File: config.mk
export PLATFORM = sky130hd
export DESIGN_NAME = ifu_top
export DESIGN_NICKNAME = d
export VERILOG_FILES = /design/src/design/ifu_pkg.sv /design/src/design/ifu_pipe.sv /design/src/design/ifu_ifetch.sv /design/src/design/inst_mem.sv /design/src/design/ifu_top.sv
export SDC_FILE = /design/constraint.sdc
export NUM_CORES = 1
export LEC_CHECK = 0
export ABC_AREA = 1
export BUFFER_PORTS_ARGS = -buffer_cell sky130_fd_sc_hd__buf_2
export CAP_MARGIN = 20
export CORE_UTILIZATION = 35
export CTS_CLUSTER_DIAMETER = 150
export DETAILED_ROUTE_END_ITERATION = 6
export HOLD_SLACK_MARGIN = 0.02
export PLACE_DENSITY = 0.69
export SYNTH_ARGS = -nofsm -noshare
export SYNTH_HDL_FRONTEND = slang
export SYNTH_HIERARCHICAL = 1
export SYNTH_SLANG_ARGS = --single-unit
File: constraint.sdc
create_clock -name clk -period 3.47 [get_ports clk]
set_input_delay 0.5205 -clock clk [delete_from_list [all_inputs] [get_ports clk]]
set_output_delay 0.5205 -clock clk [all_outputs]
set_load 0.02 [all_outputs]
File: src/inst_mem.hex
// one 32-bit instruction word per line, word index 0 to 63
c0de0000
c0de0004
c0de0008
c0de000c
c0de0010
c0de0014
c0de0018
c0de001c
c0de0020
c0de0024
c0de0028
c0de002c
c0de0030
c0de0034
c0de0038
c0de003c
c0de0040
c0de0044
c0de0048
c0de004c
c0de0050
c0de0054
c0de0058
c0de005c
c0de0060
c0de0064
c0de0068
c0de006c
c0de0070
c0de0074
c0de0078
c0de007c
c0de0080
c0de0084
c0de0088
c0de008c
c0de0090
c0de0094
c0de0098
c0de009c
c0de00a0
c0de00a4
c0de00a8
c0de00ac
c0de00b0
c0de00b4
c0de00b8
c0de00bc
c0de00c0
c0de00c4
c0de00c8
c0de00cc
c0de00d0
c0de00d4
c0de00d8
c0de00dc
c0de00e0
c0de00e4
c0de00e8
c0de00ec
c0de00f0
c0de00f4
c0de00f8
c0de00fc

File: src/design/ifu_pkg.sv
// ifu_pkg
// Shared widths, reset PC and instruction ROM sizing for the RV32 fetch front end.

package ifu_pkg;

    // bus widths
    localparam int INST_ADDR_WIDTH = 32;    // byte address into instruction space
    localparam int INST_DATA_WIDTH = 32;    // one RV32 instruction word

    // program counter
    localparam logic [INST_ADDR_WIDTH-1:0] PC_RESET_ADDR = 32'h0000_0000;  // boot vector
    localparam int PC_STEP = 4;             // bytes per sequential fetch

    // instruction rom
    localparam int MEM_DEPTH_WORDS = 64;    // words in the rom image
    localparam int MEM_ADDR_WIDTH  = $clog2(MEM_DEPTH_WORDS);  // word index bits

    // read port timing
    localparam int MEM_WAIT_CYCLES = 2;     // arready low cycles after an accept
    localparam int MEM_WAIT_WIDTH  = $clog2(MEM_WAIT_CYCLES + 1);  // wait counter bits

    // rom image also read by the testbench model
    localparam string MEM_INIT_FILE = "/design/src/inst_mem.hex";

    // in-flight request tracking in the fetch unit
    // at most one request in the request stage and one in the response stage
    localparam int INFLIGHT_WIDTH = 2;

endpackage

File: src/design/ifu_pipe.sv
// ifu_pipe
// IF/ID pipeline register. Carries instruction word, its address and a valid bit
// into decode. Flush kills the valid bit and wins over stall; stall freezes
// all three outputs.

`timescale 1ns/100ps

module ifu_pipe (
    input  logic                                clk,
    input  logic                                rst_n_i,

    input  logic [ifu_pkg::INST_DATA_WIDTH-1:0] inst_i,        // word from memory
    input  logic [ifu_pkg::INST_ADDR_WIDTH-1:0] inst_addr_i,   // its address
    input  logic                                inst_valid_i,  // word is real
    input  logic                                flush_flag_i,  // kill stage contents
    input  logic                                stall_i,       // hold stage contents

    output logic [ifu_pkg::INST_DATA_WIDTH-1:0] inst_o,
    output logic [ifu_pkg::INST_ADDR_WIDTH-1:0] inst_addr_o,
    output logic                                inst_valid_o
);

    logic load_payload;  // payload capture enable

    // payload moves whenever the stage is not frozen
    // a flushed word is don't-care since valid drops
    assign load_payload = !stall_i && !flush_flag_i;

    // valid bit is the control state
    always_ff @(posedge clk) begin
        if (!rst_n_i) begin
            inst_valid_o <= 1'b0;                 // nothing in decode after reset
        end else if (flush_flag_i) begin
            inst_valid_o <= 1'b0;                 // flush beats stall
        end else if (!stall_i) begin
            inst_valid_o <= inst_valid_i;         // normal advance
        end
    end

    // payload capture
    always_ff @(posedge clk) begin
        if (load_payload) begin
            inst_o      <= inst_i;
            inst_addr_o <= inst_addr_i;
        end
    end

    // a flushed stage must be empty on the following cycle, even under stall
    a_flush_clears: assert property (
        @(posedge clk) disable iff (!rst_n_i)
        flush_flag_i |=> !inst_valid_o
    ) else $error("ifu_pipe: valid still set after flush");

endmodule

File: src/design/ifu_ifetch.sv
// ifu_ifetch
// Program counter and next-PC select for the fetch stage. Issues the fetch
// request toward the instruction memory, squashes responses that were already
// in flight when a jump redirects the PC, and feeds the IF/ID register.

`timescale 1ns/100ps

module ifu_ifetch (
    input  logic                                clk,
    input  logic                                rst_n_i,

    input  logic                                jump_flag_i,    // redirect strobe
    input  logic [ifu_pkg::INST_ADDR_WIDTH-1:0] jump_addr_i,    // redirect target
    input  logic                                stall_pc_i,     // pc freeze
    input  logic                                axi_arready_i,  // memory can take a read

    // toward ifu_pipe
    input  logic [ifu_pkg::INST_DATA_WIDTH-1:0] inst_i,
    input  logic [ifu_pkg::INST_ADDR_WIDTH-1:0] inst_addr_i,
    input  logic                                flush_flag_i,
    input  logic                                inst_valid_i,
    input  logic                                stall_if_i,

    output logic [ifu_pkg::INST_ADDR_WIDTH-1:0] pc_o,
    output logic                                fetch_req_o,    // read request level

    output logic [ifu_pkg::INST_DATA_WIDTH-1:0] inst_o,
    output logic [ifu_pkg::INST_ADDR_WIDTH-1:0] inst_addr_o,
    output logic                                inst_valid_o
);
    import ifu_pkg::*;

    logic [INST_ADDR_WIDTH-1:0] pc_nxt;
    logic                       pc_hold;         // stall or memory busy
    logic                       accept;          // read taken this edge
    logic                       consume;         // response leaves memory this edge
    logic [INFLIGHT_WIDTH-1:0]  inflight_q;      // accepted, not yet consumed
    logic [INFLIGHT_WIDTH-1:0]  inflight_nxt;
    logic [INFLIGHT_WIDTH-1:0]  squash_q;        // stale responses still to drop
    logic                       drop_rsp;
    logic                       pipe_valid;      // response valid after squash

    assign fetch_req_o = !stall_pc_i && !jump_flag_i;   // no request on a redirect
    assign pc_hold     = stall_pc_i || !axi_arready_i;
    assign accept      = fetch_req_o && axi_arready_i;
    assign consume     = inst_valid_i && !stall_if_i;   // memory holds with the IF stall

    // jump first, then freeze, then sequential
    always_comb begin
        if (jump_flag_i) begin
            pc_nxt = jump_addr_i;
        end else if (pc_hold) begin
            pc_nxt = pc_o;
        end else begin
            pc_nxt = pc_o + INST_ADDR_WIDTH'(PC_STEP);
        end
    end

    always_ff @(posedge clk) begin
        if (!rst_n_i) begin
            pc_o <= PC_RESET_ADDR;
        end else begin
            pc_o <= pc_nxt;
        end
    end

    // every request accepted before a jump belongs to the old path
    assign inflight_nxt = inflight_q + INFLIGHT_WIDTH'(accept) - INFLIGHT_WIDTH'(consume);
    assign drop_rsp     = jump_flag_i || (squash_q != '0);
    assign pipe_valid   = inst_valid_i && !drop_rsp;

    always_ff @(posedge clk) begin
        if (!rst_n_i) begin
            inflight_q <= '0;
            squash_q   <= '0;
        end else begin
            inflight_q <= inflight_nxt;
            if (jump_flag_i) begin
                squash_q <= inflight_nxt;               // the rest still in memory
            end else if (consume && (squash_q != '0)) begin
                squash_q <= squash_q - INFLIGHT_WIDTH'(1);
            end
        end
    end

    ifu_pipe u_ifu_pipe (
        .clk         (clk),
        .rst_n_i     (rst_n_i),
        .inst_i      (inst_i),
        .inst_addr_i (inst_addr_i),
        .inst_valid_i(pipe_valid),
        .flush_flag_i(flush_flag_i),
        .stall_i     (stall_if_i),
        .inst_o      (inst_o),
        .inst_addr_o (inst_addr_o),
        .inst_valid_o(inst_valid_o)
    );

    a_pc_aligned: assert property (
        @(posedge clk) disable iff (!rst_n_i) pc_o[1:0] == 2'b00
    ) else $error("ifu_ifetch: pc not word aligned");

    // pc only moves on a memory accept or a redirect
    a_pc_moves: assert property (
        @(posedge clk) disable iff (!rst_n_i)
        !(accept || jump_flag_i) |=> $stable(pc_o)
    ) else $error("ifu_ifetch: pc changed without accept or jump");

endmodule

File: src/design/inst_mem.sv
// inst_mem
// Instruction ROM read port. Takes a read when fetch_req and arready meet,
// then drops arready for MEM_WAIT_CYCLES cycles. The ROM is read one edge
// after the accept, so the response shows up two edges after it.
// hold freezes both the request stage and the response register.

`timescale 1ns/100ps

module inst_mem (
    input  logic                                clk,
    input  logic                                rst_n_i,
    input  logic                                fetch_req_i,  // read request level
    input  logic [ifu_pkg::INST_ADDR_WIDTH-1:0] addr_i,       // byte address of the read
    input  logic                                hold_i,       // downstream back-pressure
    output logic                                arready_o,    // read address ready level
    output logic [ifu_pkg::INST_DATA_WIDTH-1:0] rsp_inst_o,
    output logic [ifu_pkg::INST_ADDR_WIDTH-1:0] rsp_addr_o,
    output logic                                rsp_valid_o
);
    import ifu_pkg::*;

    logic [INST_DATA_WIDTH-1:0] rom [MEM_DEPTH_WORDS];
    logic [MEM_WAIT_WIDTH-1:0]  wait_cnt_q;   // wait states left
    logic                       arready_q;
    logic                       accept;
    logic                       req_valid_q;  // accepted read awaiting rom access
    logic [INST_ADDR_WIDTH-1:0] req_addr_q;
    logic [MEM_ADDR_WIDTH-1:0]  rom_idx;      // word index, wraps at the depth

    initial begin
        $readmemh(MEM_INIT_FILE, rom);
    end

    assign accept    = fetch_req_i && arready_q;
    assign arready_o = arready_q;
    assign rom_idx   = req_addr_q[MEM_ADDR_WIDTH+1:2];  // drop byte offset

    // ready goes low on accept and comes back as the count runs out
    always_ff @(posedge clk) begin
        if (!rst_n_i) begin
            wait_cnt_q <= '0;
            arready_q  <= 1'b1;                              // ready out of reset
        end else if (accept) begin
            wait_cnt_q <= MEM_WAIT_WIDTH'(MEM_WAIT_CYCLES);
            arready_q  <= 1'b0;
        end else if (wait_cnt_q != '0) begin
            wait_cnt_q <= wait_cnt_q - MEM_WAIT_WIDTH'(1);
            arready_q  <= (wait_cnt_q == MEM_WAIT_WIDTH'(1));  // last wait cycle
        end
    end

    // request stage
    always_ff @(posedge clk) begin
        if (!rst_n_i) begin
            req_valid_q <= 1'b0;
        end else if (accept) begin
            req_valid_q <= 1'b1;
        end else if (!hold_i) begin
            req_valid_q <= 1'b0;                 // moved on to the response stage
        end
    end

    always_ff @(posedge clk) begin
        if (accept) begin
            req_addr_q <= addr_i;
        end
    end

    // response register, frozen by hold
    always_ff @(posedge clk) begin
        if (!rst_n_i) begin
            rsp_valid_o <= 1'b0;
        end else if (!hold_i) begin
            rsp_valid_o <= req_valid_q;
        end
    end

    always_ff @(posedge clk) begin
        if (!hold_i && req_valid_q) begin
            rsp_inst_o <= rom[rom_idx];
            rsp_addr_o <= req_addr_q;
        end
    end

    a_wait_not_ready: assert property (
        @(posedge clk) disable iff (!rst_n_i)
        (wait_cnt_q != '0) |-> !arready_o
    ) else $error("inst_mem: arready high during wait states");

    // an accept followed by a free edge yields a response
    a_rsp_latency: assert property (
        @(posedge clk) disable iff (!rst_n_i)
        (accept ##1 !hold_i) |=> rsp_valid_o
    ) else $error("inst_mem: response missing two edges after accept");

endmodule

File: src/design/ifu_top.sv
// ifu_top
// Fetch subsystem. The fetch unit drives PC and the request level into the
// instruction ROM port. The ROM's ready level comes back to the PC logic, and
// its response enters the IF/ID register inside the fetch unit.
// stall_i freezes the PC, the ROM response and the IF/ID register together.

`timescale 1ns/100ps

module ifu_top (
    input  logic                                clk,
    input  logic                                rst_n_i,
    input  logic                                jump_i,        // one cycle redirect
    input  logic [ifu_pkg::INST_ADDR_WIDTH-1:0] jump_addr_i,
    input  logic                                flush_i,       // one cycle pipe kill
    input  logic                                stall_i,       // back-pressure level
    output logic [ifu_pkg::INST_ADDR_WIDTH-1:0] pc_o,
    output logic [ifu_pkg::INST_DATA_WIDTH-1:0] inst_o,
    output logic [ifu_pkg::INST_ADDR_WIDTH-1:0] inst_addr_o,
    output logic                                inst_valid_o
);
    import ifu_pkg::*;

    logic                       fetch_req;   // fetch unit wants a read
    logic                       arready;     // rom port can take it
    logic [INST_DATA_WIDTH-1:0] rsp_inst;
    logic [INST_ADDR_WIDTH-1:0] rsp_addr;
    logic                       rsp_valid;

    ifu_ifetch u_ifu_ifetch (
        .clk          (clk),
        .rst_n_i      (rst_n_i),
        .jump_flag_i  (jump_i),
        .jump_addr_i  (jump_addr_i),
        .stall_pc_i   (stall_i),
        .axi_arready_i(arready),
        .inst_i       (rsp_inst),
        .inst_addr_i  (rsp_addr),
        .flush_flag_i (flush_i),
        .inst_valid_i (rsp_valid),
        .stall_if_i   (stall_i),
        .pc_o         (pc_o),
        .fetch_req_o  (fetch_req),
        .inst_o       (inst_o),
        .inst_addr_o  (inst_addr_o),
        .inst_valid_o (inst_valid_o)
    );

    inst_mem u_inst_mem (
        .clk        (clk),
        .rst_n_i    (rst_n_i),
        .fetch_req_i(fetch_req),
        .addr_i     (pc_o),        // current PC is the read address
        .hold_i     (stall_i),
        .arready_o  (arready),
        .rsp_inst_o (rsp_inst),
        .rsp_addr_o (rsp_addr),
        .rsp_valid_o(rsp_valid)
    );

endmodule

==> metrics.md <==
| Metric | Value |
|---|---|
| Status | completed |
| CP startpoint kind | input port |
| Dpl hpwl | 9240 um |
| Post-DRT Antenna Nets | 0 |
| Most instantiated cells after synthesis | 128 x edfxtp_1, 113 x nand2_1, 51 x inv_1 |
| Ys Warns | 6 |
| CP Buf/Inv Count | 2 |
| Die H | about 140 um |
| Layout cells sized above 1 | 26.6% |
| Hold Fails Final Rpt | 0 |
| R2R depth | 7 |
| DR DRC count | 0 |
| GR Overflow Total | 0 |
| Vias in the first global route | approximately 4,100 |
| Final #Nets | 753 |
| Max VDD drop | 0.278 mV |
| Pre-antenna DRT Iters | 4 |
| Leak | 0.00318 uW |
| Via count | 4,286 |
| Fmax | 0.504 GHz |
| Core area | 0.0187 mm^2 |
| Die area | 0.0197 mm^2 |
| Resize count post-CTS | 0 |
| Synth area leaders | edfxtp_1 57%, dfxtp_1 13%, nand2_1 6.3% |
| Leading area contributor after synthesis | edfxtp_1 |
| WL/cell | 14.0 um |
| Initial antenna violation count | 4 |
| Fraction of registers with async set/reset | 0% |
| Post-synth cell types | 33 |
| Crit path cell chain | buf_2 > nor2_1 > nand2_1 > inv_2 > ha_1 > a21oi_1 > a221oi_1 |
| CP max-delay cell | buf_2 |
| Worst-path clk slew | 0.07 ns |
| Worst-Skew Late Latency | 0.42 ns |
| Synthesized cell area | 0.00669 mm^2 |
| Count leader, synth | edfxtp_1 |
| Adder-cell share of the synthesized area | 0.748% |
| Min Tclk post-route | around 2.0 ns |
| First-pass GRT wire length | 21,200 um |
| RSZ-0062 raised after global routing | no |
| WHS Path Cells | 3 |
| Total wire length | 13,500 um |
| CP Class | in2reg |
| CTS Buffer Depth | 2 |
| Via/cell ratio | 4.46 |
| Syn avg cell area | 11.7 um^2 |
| Post-Synth Simple-Gate Area | 14.4% |
| Crit-path max FO | 31 |
| Port Buffers | 133 |
| Sequential element share of the synthesized area | 70.0% |
| Slew Viols, Final | 0 |
| Drt first-iter violations | about 310 |
| Tightest Pin Transition | approximately 0.82 ns |
| Post-CTS Hold Buffers | 0 |
| Compound-Gate Fraction of Synth Area | 5.86% |
| Area Growth Syn to Fin | 21.1% |
| Site Rows | 50 |
| CP arrival | between 2 and 2.5 ns |
| Worst hold path type | in2reg |
| Most common flop cell mapped by yosys | edfxtp_1 |
| Htree depth | 4 |
| Power per cell area | 566 mW/mm^2 |
| Initial Util | 35.8% |
| CP required | 3.80 ns |
| CP Capture Type | flip-flop |
| Synth top area share | 57.5% |
| Finished Layout Cells | 961 |
| Placed insts | roughly 930 |
| Tcrit/Tclk final | between 50% and 60% |
| Final setup margin | 1.49 ns |
| Clk_skew | between 0.009 and 0.01 ns |
| Post-CTS setup buffers | 0 |
| Clk root buf | clkbuf_16 |
| Pre-CTS setup slack | 1.05 ns |
| Setup TNS | 0 ns |
| Crit path max-delay family | buffers and inverters |
| Post-synthesis mux area share | 0% |
| Routability cong. | 0.877 |
| WP depth | 7 |
| Clock sinks | 170 |
| Largest family of logic cells by synthesized area | simple AND/OR/NAND/NOR gates |
| Slowest stage delay, CP | slightly above 0.5 ns |
| Max-Cap Viols | 0 |
| Flops & latches, synth | 170 |
| GRT Resource Usage Total | 14.4% |
| Slew headroom | 45.2% |
| Num CTS Buffers | 17 |
| Ports | between 100 and 150 |
| Cell count after synthesis | 570 |
| # setup viols final | 0 |
| Synth Area in XOR/XNOR | under 10% |
| Largest net degree at the start of global routing | 65 |
| CTS tree | done |
| Die W | 140 um |
| Post-synth EDFFs | 128 |
cells in the final DEF, fill, tap and decap left out, types with 5 or more instances in the layout:
cell type / count
buf_2: 133
edfxtp_1: 128
nand2_1: 113
inv_1: 51
dfxtp_1: 42
nor2_1: 41
nand3_1: 33
a21oi_1: 32
conb_1: 32
o21ai_0: 20
clkbuf_16: 17
nor2_2: 8
nor2_4: 6
xor2_1: 6
nor3_1: 5
nand2_2: 5
xnor2_1: 5
a31oi_1: 5
final cells by class:
class | count | area, um^2
inverter | 55 | 206
timing repair buffer | 135 | 681
clock buffer | 21 | 460
multi-input combinational | 333 | 1630
antenna | 2 | 5.00
clock inverter | 11 | 144
sequential | 170 | 4680
tap | 234 | 293
fill | 1725 | 10600
power breakdown:
| part | internal, uW | switching (uW) |
|---|---|---|
| sequential | 2290 | 58.9 |
| clock | 1170 | 747 |
| combinational | 100 | 224 |
registers in the layout (all words and copies together) (netlist names):
name and count:
u_ifu_ifetch/inflight_q 2, u_ifu_ifetch/pc_o 32, u_ifu_ifetch/squash_q 2, u_ifu_ifetch/u_ifu_pipe/inst_addr_o 32, u_ifu_ifetch/u_ifu_pipe/inst_o 32, u_ifu_ifetch/u_ifu_pipe/inst_valid_o 1
u_inst_mem/arready_o 1, u_inst_mem/req_addr_q 32, u_inst_mem/req_valid_q 1, u_inst_mem/rsp_addr_o 32, u_inst_mem/rsp_valid_o 1, u_inst_mem/wait_cnt_q 2
logic make-up (layout without fill, tap and decap cells):
| group | Yosys count | after routing |
|---|---|---|
| adder cells (fa/ha/maj) | 4 | 4 |
| other | 1 | 34 |
| flip-flops | 170 | 170 |
| AND/OR/NAND/NOR | 217 | 217 |
| AO/OA/AOI/OAI | 69 | 69 |
| XOR/XNOR | 11 | 11 |
| buffers and inverters | 98 | 222 |
metrics by stage:
stage | total power (uW) | cell area (um^2) | utilization [%] | hold WS, ns
after floorplan | 2610 | 6810 | - | 0.400
after global placement | 2710 | 7490 | 40.1 | 0.401
after detailed placement | 2720 | 7490 | 40.1 | 0.405
after CTS | 4640 | 8100 | 43.3 | 0.318
after global routing | 4770 | 8100 | 43.3 | 0.325
final | 4590 | 8100 | 43.3 | 0.326
path summary, 6_finish.rpt:
check                              end                       from  slack (ns)
max           u_ifu_ifetch/squash_q[0]                     jump_i        1.49
min               u_ifu_ifetch/pc_o[1]             jump_addr_i[1]        0.33
max reg2reg      u_ifu_ifetch/pc_o[21]       u_inst_mem/arready_o        1.78
min reg2reg  u_inst_mem/rsp_addr_o[31]  u_inst_mem/req_addr_q[31]        0.42
worst register-to-register path, cell delays in order, from the launching register on:
cell	delay (ns)
dfxtp_1	0.34
inv_1	0.08
nor2_2	0.07
nor2_4	0.38
inv_1	0.31
o21ai_0	0.24
inv_1	0.06
a21oi_1	0.13
routing by layer:
metal  vias to the layer above  routed length [um]  track usage [%]
met5                         -                   8                0
met4                         2                 169             5.49
met3                        13                 894             5.13
met2                       132                6790             24.6
met1                      1975                5600             16.5
li1                       2164                   -                -
No activity file was read; power rests on OpenSTA's default activity.
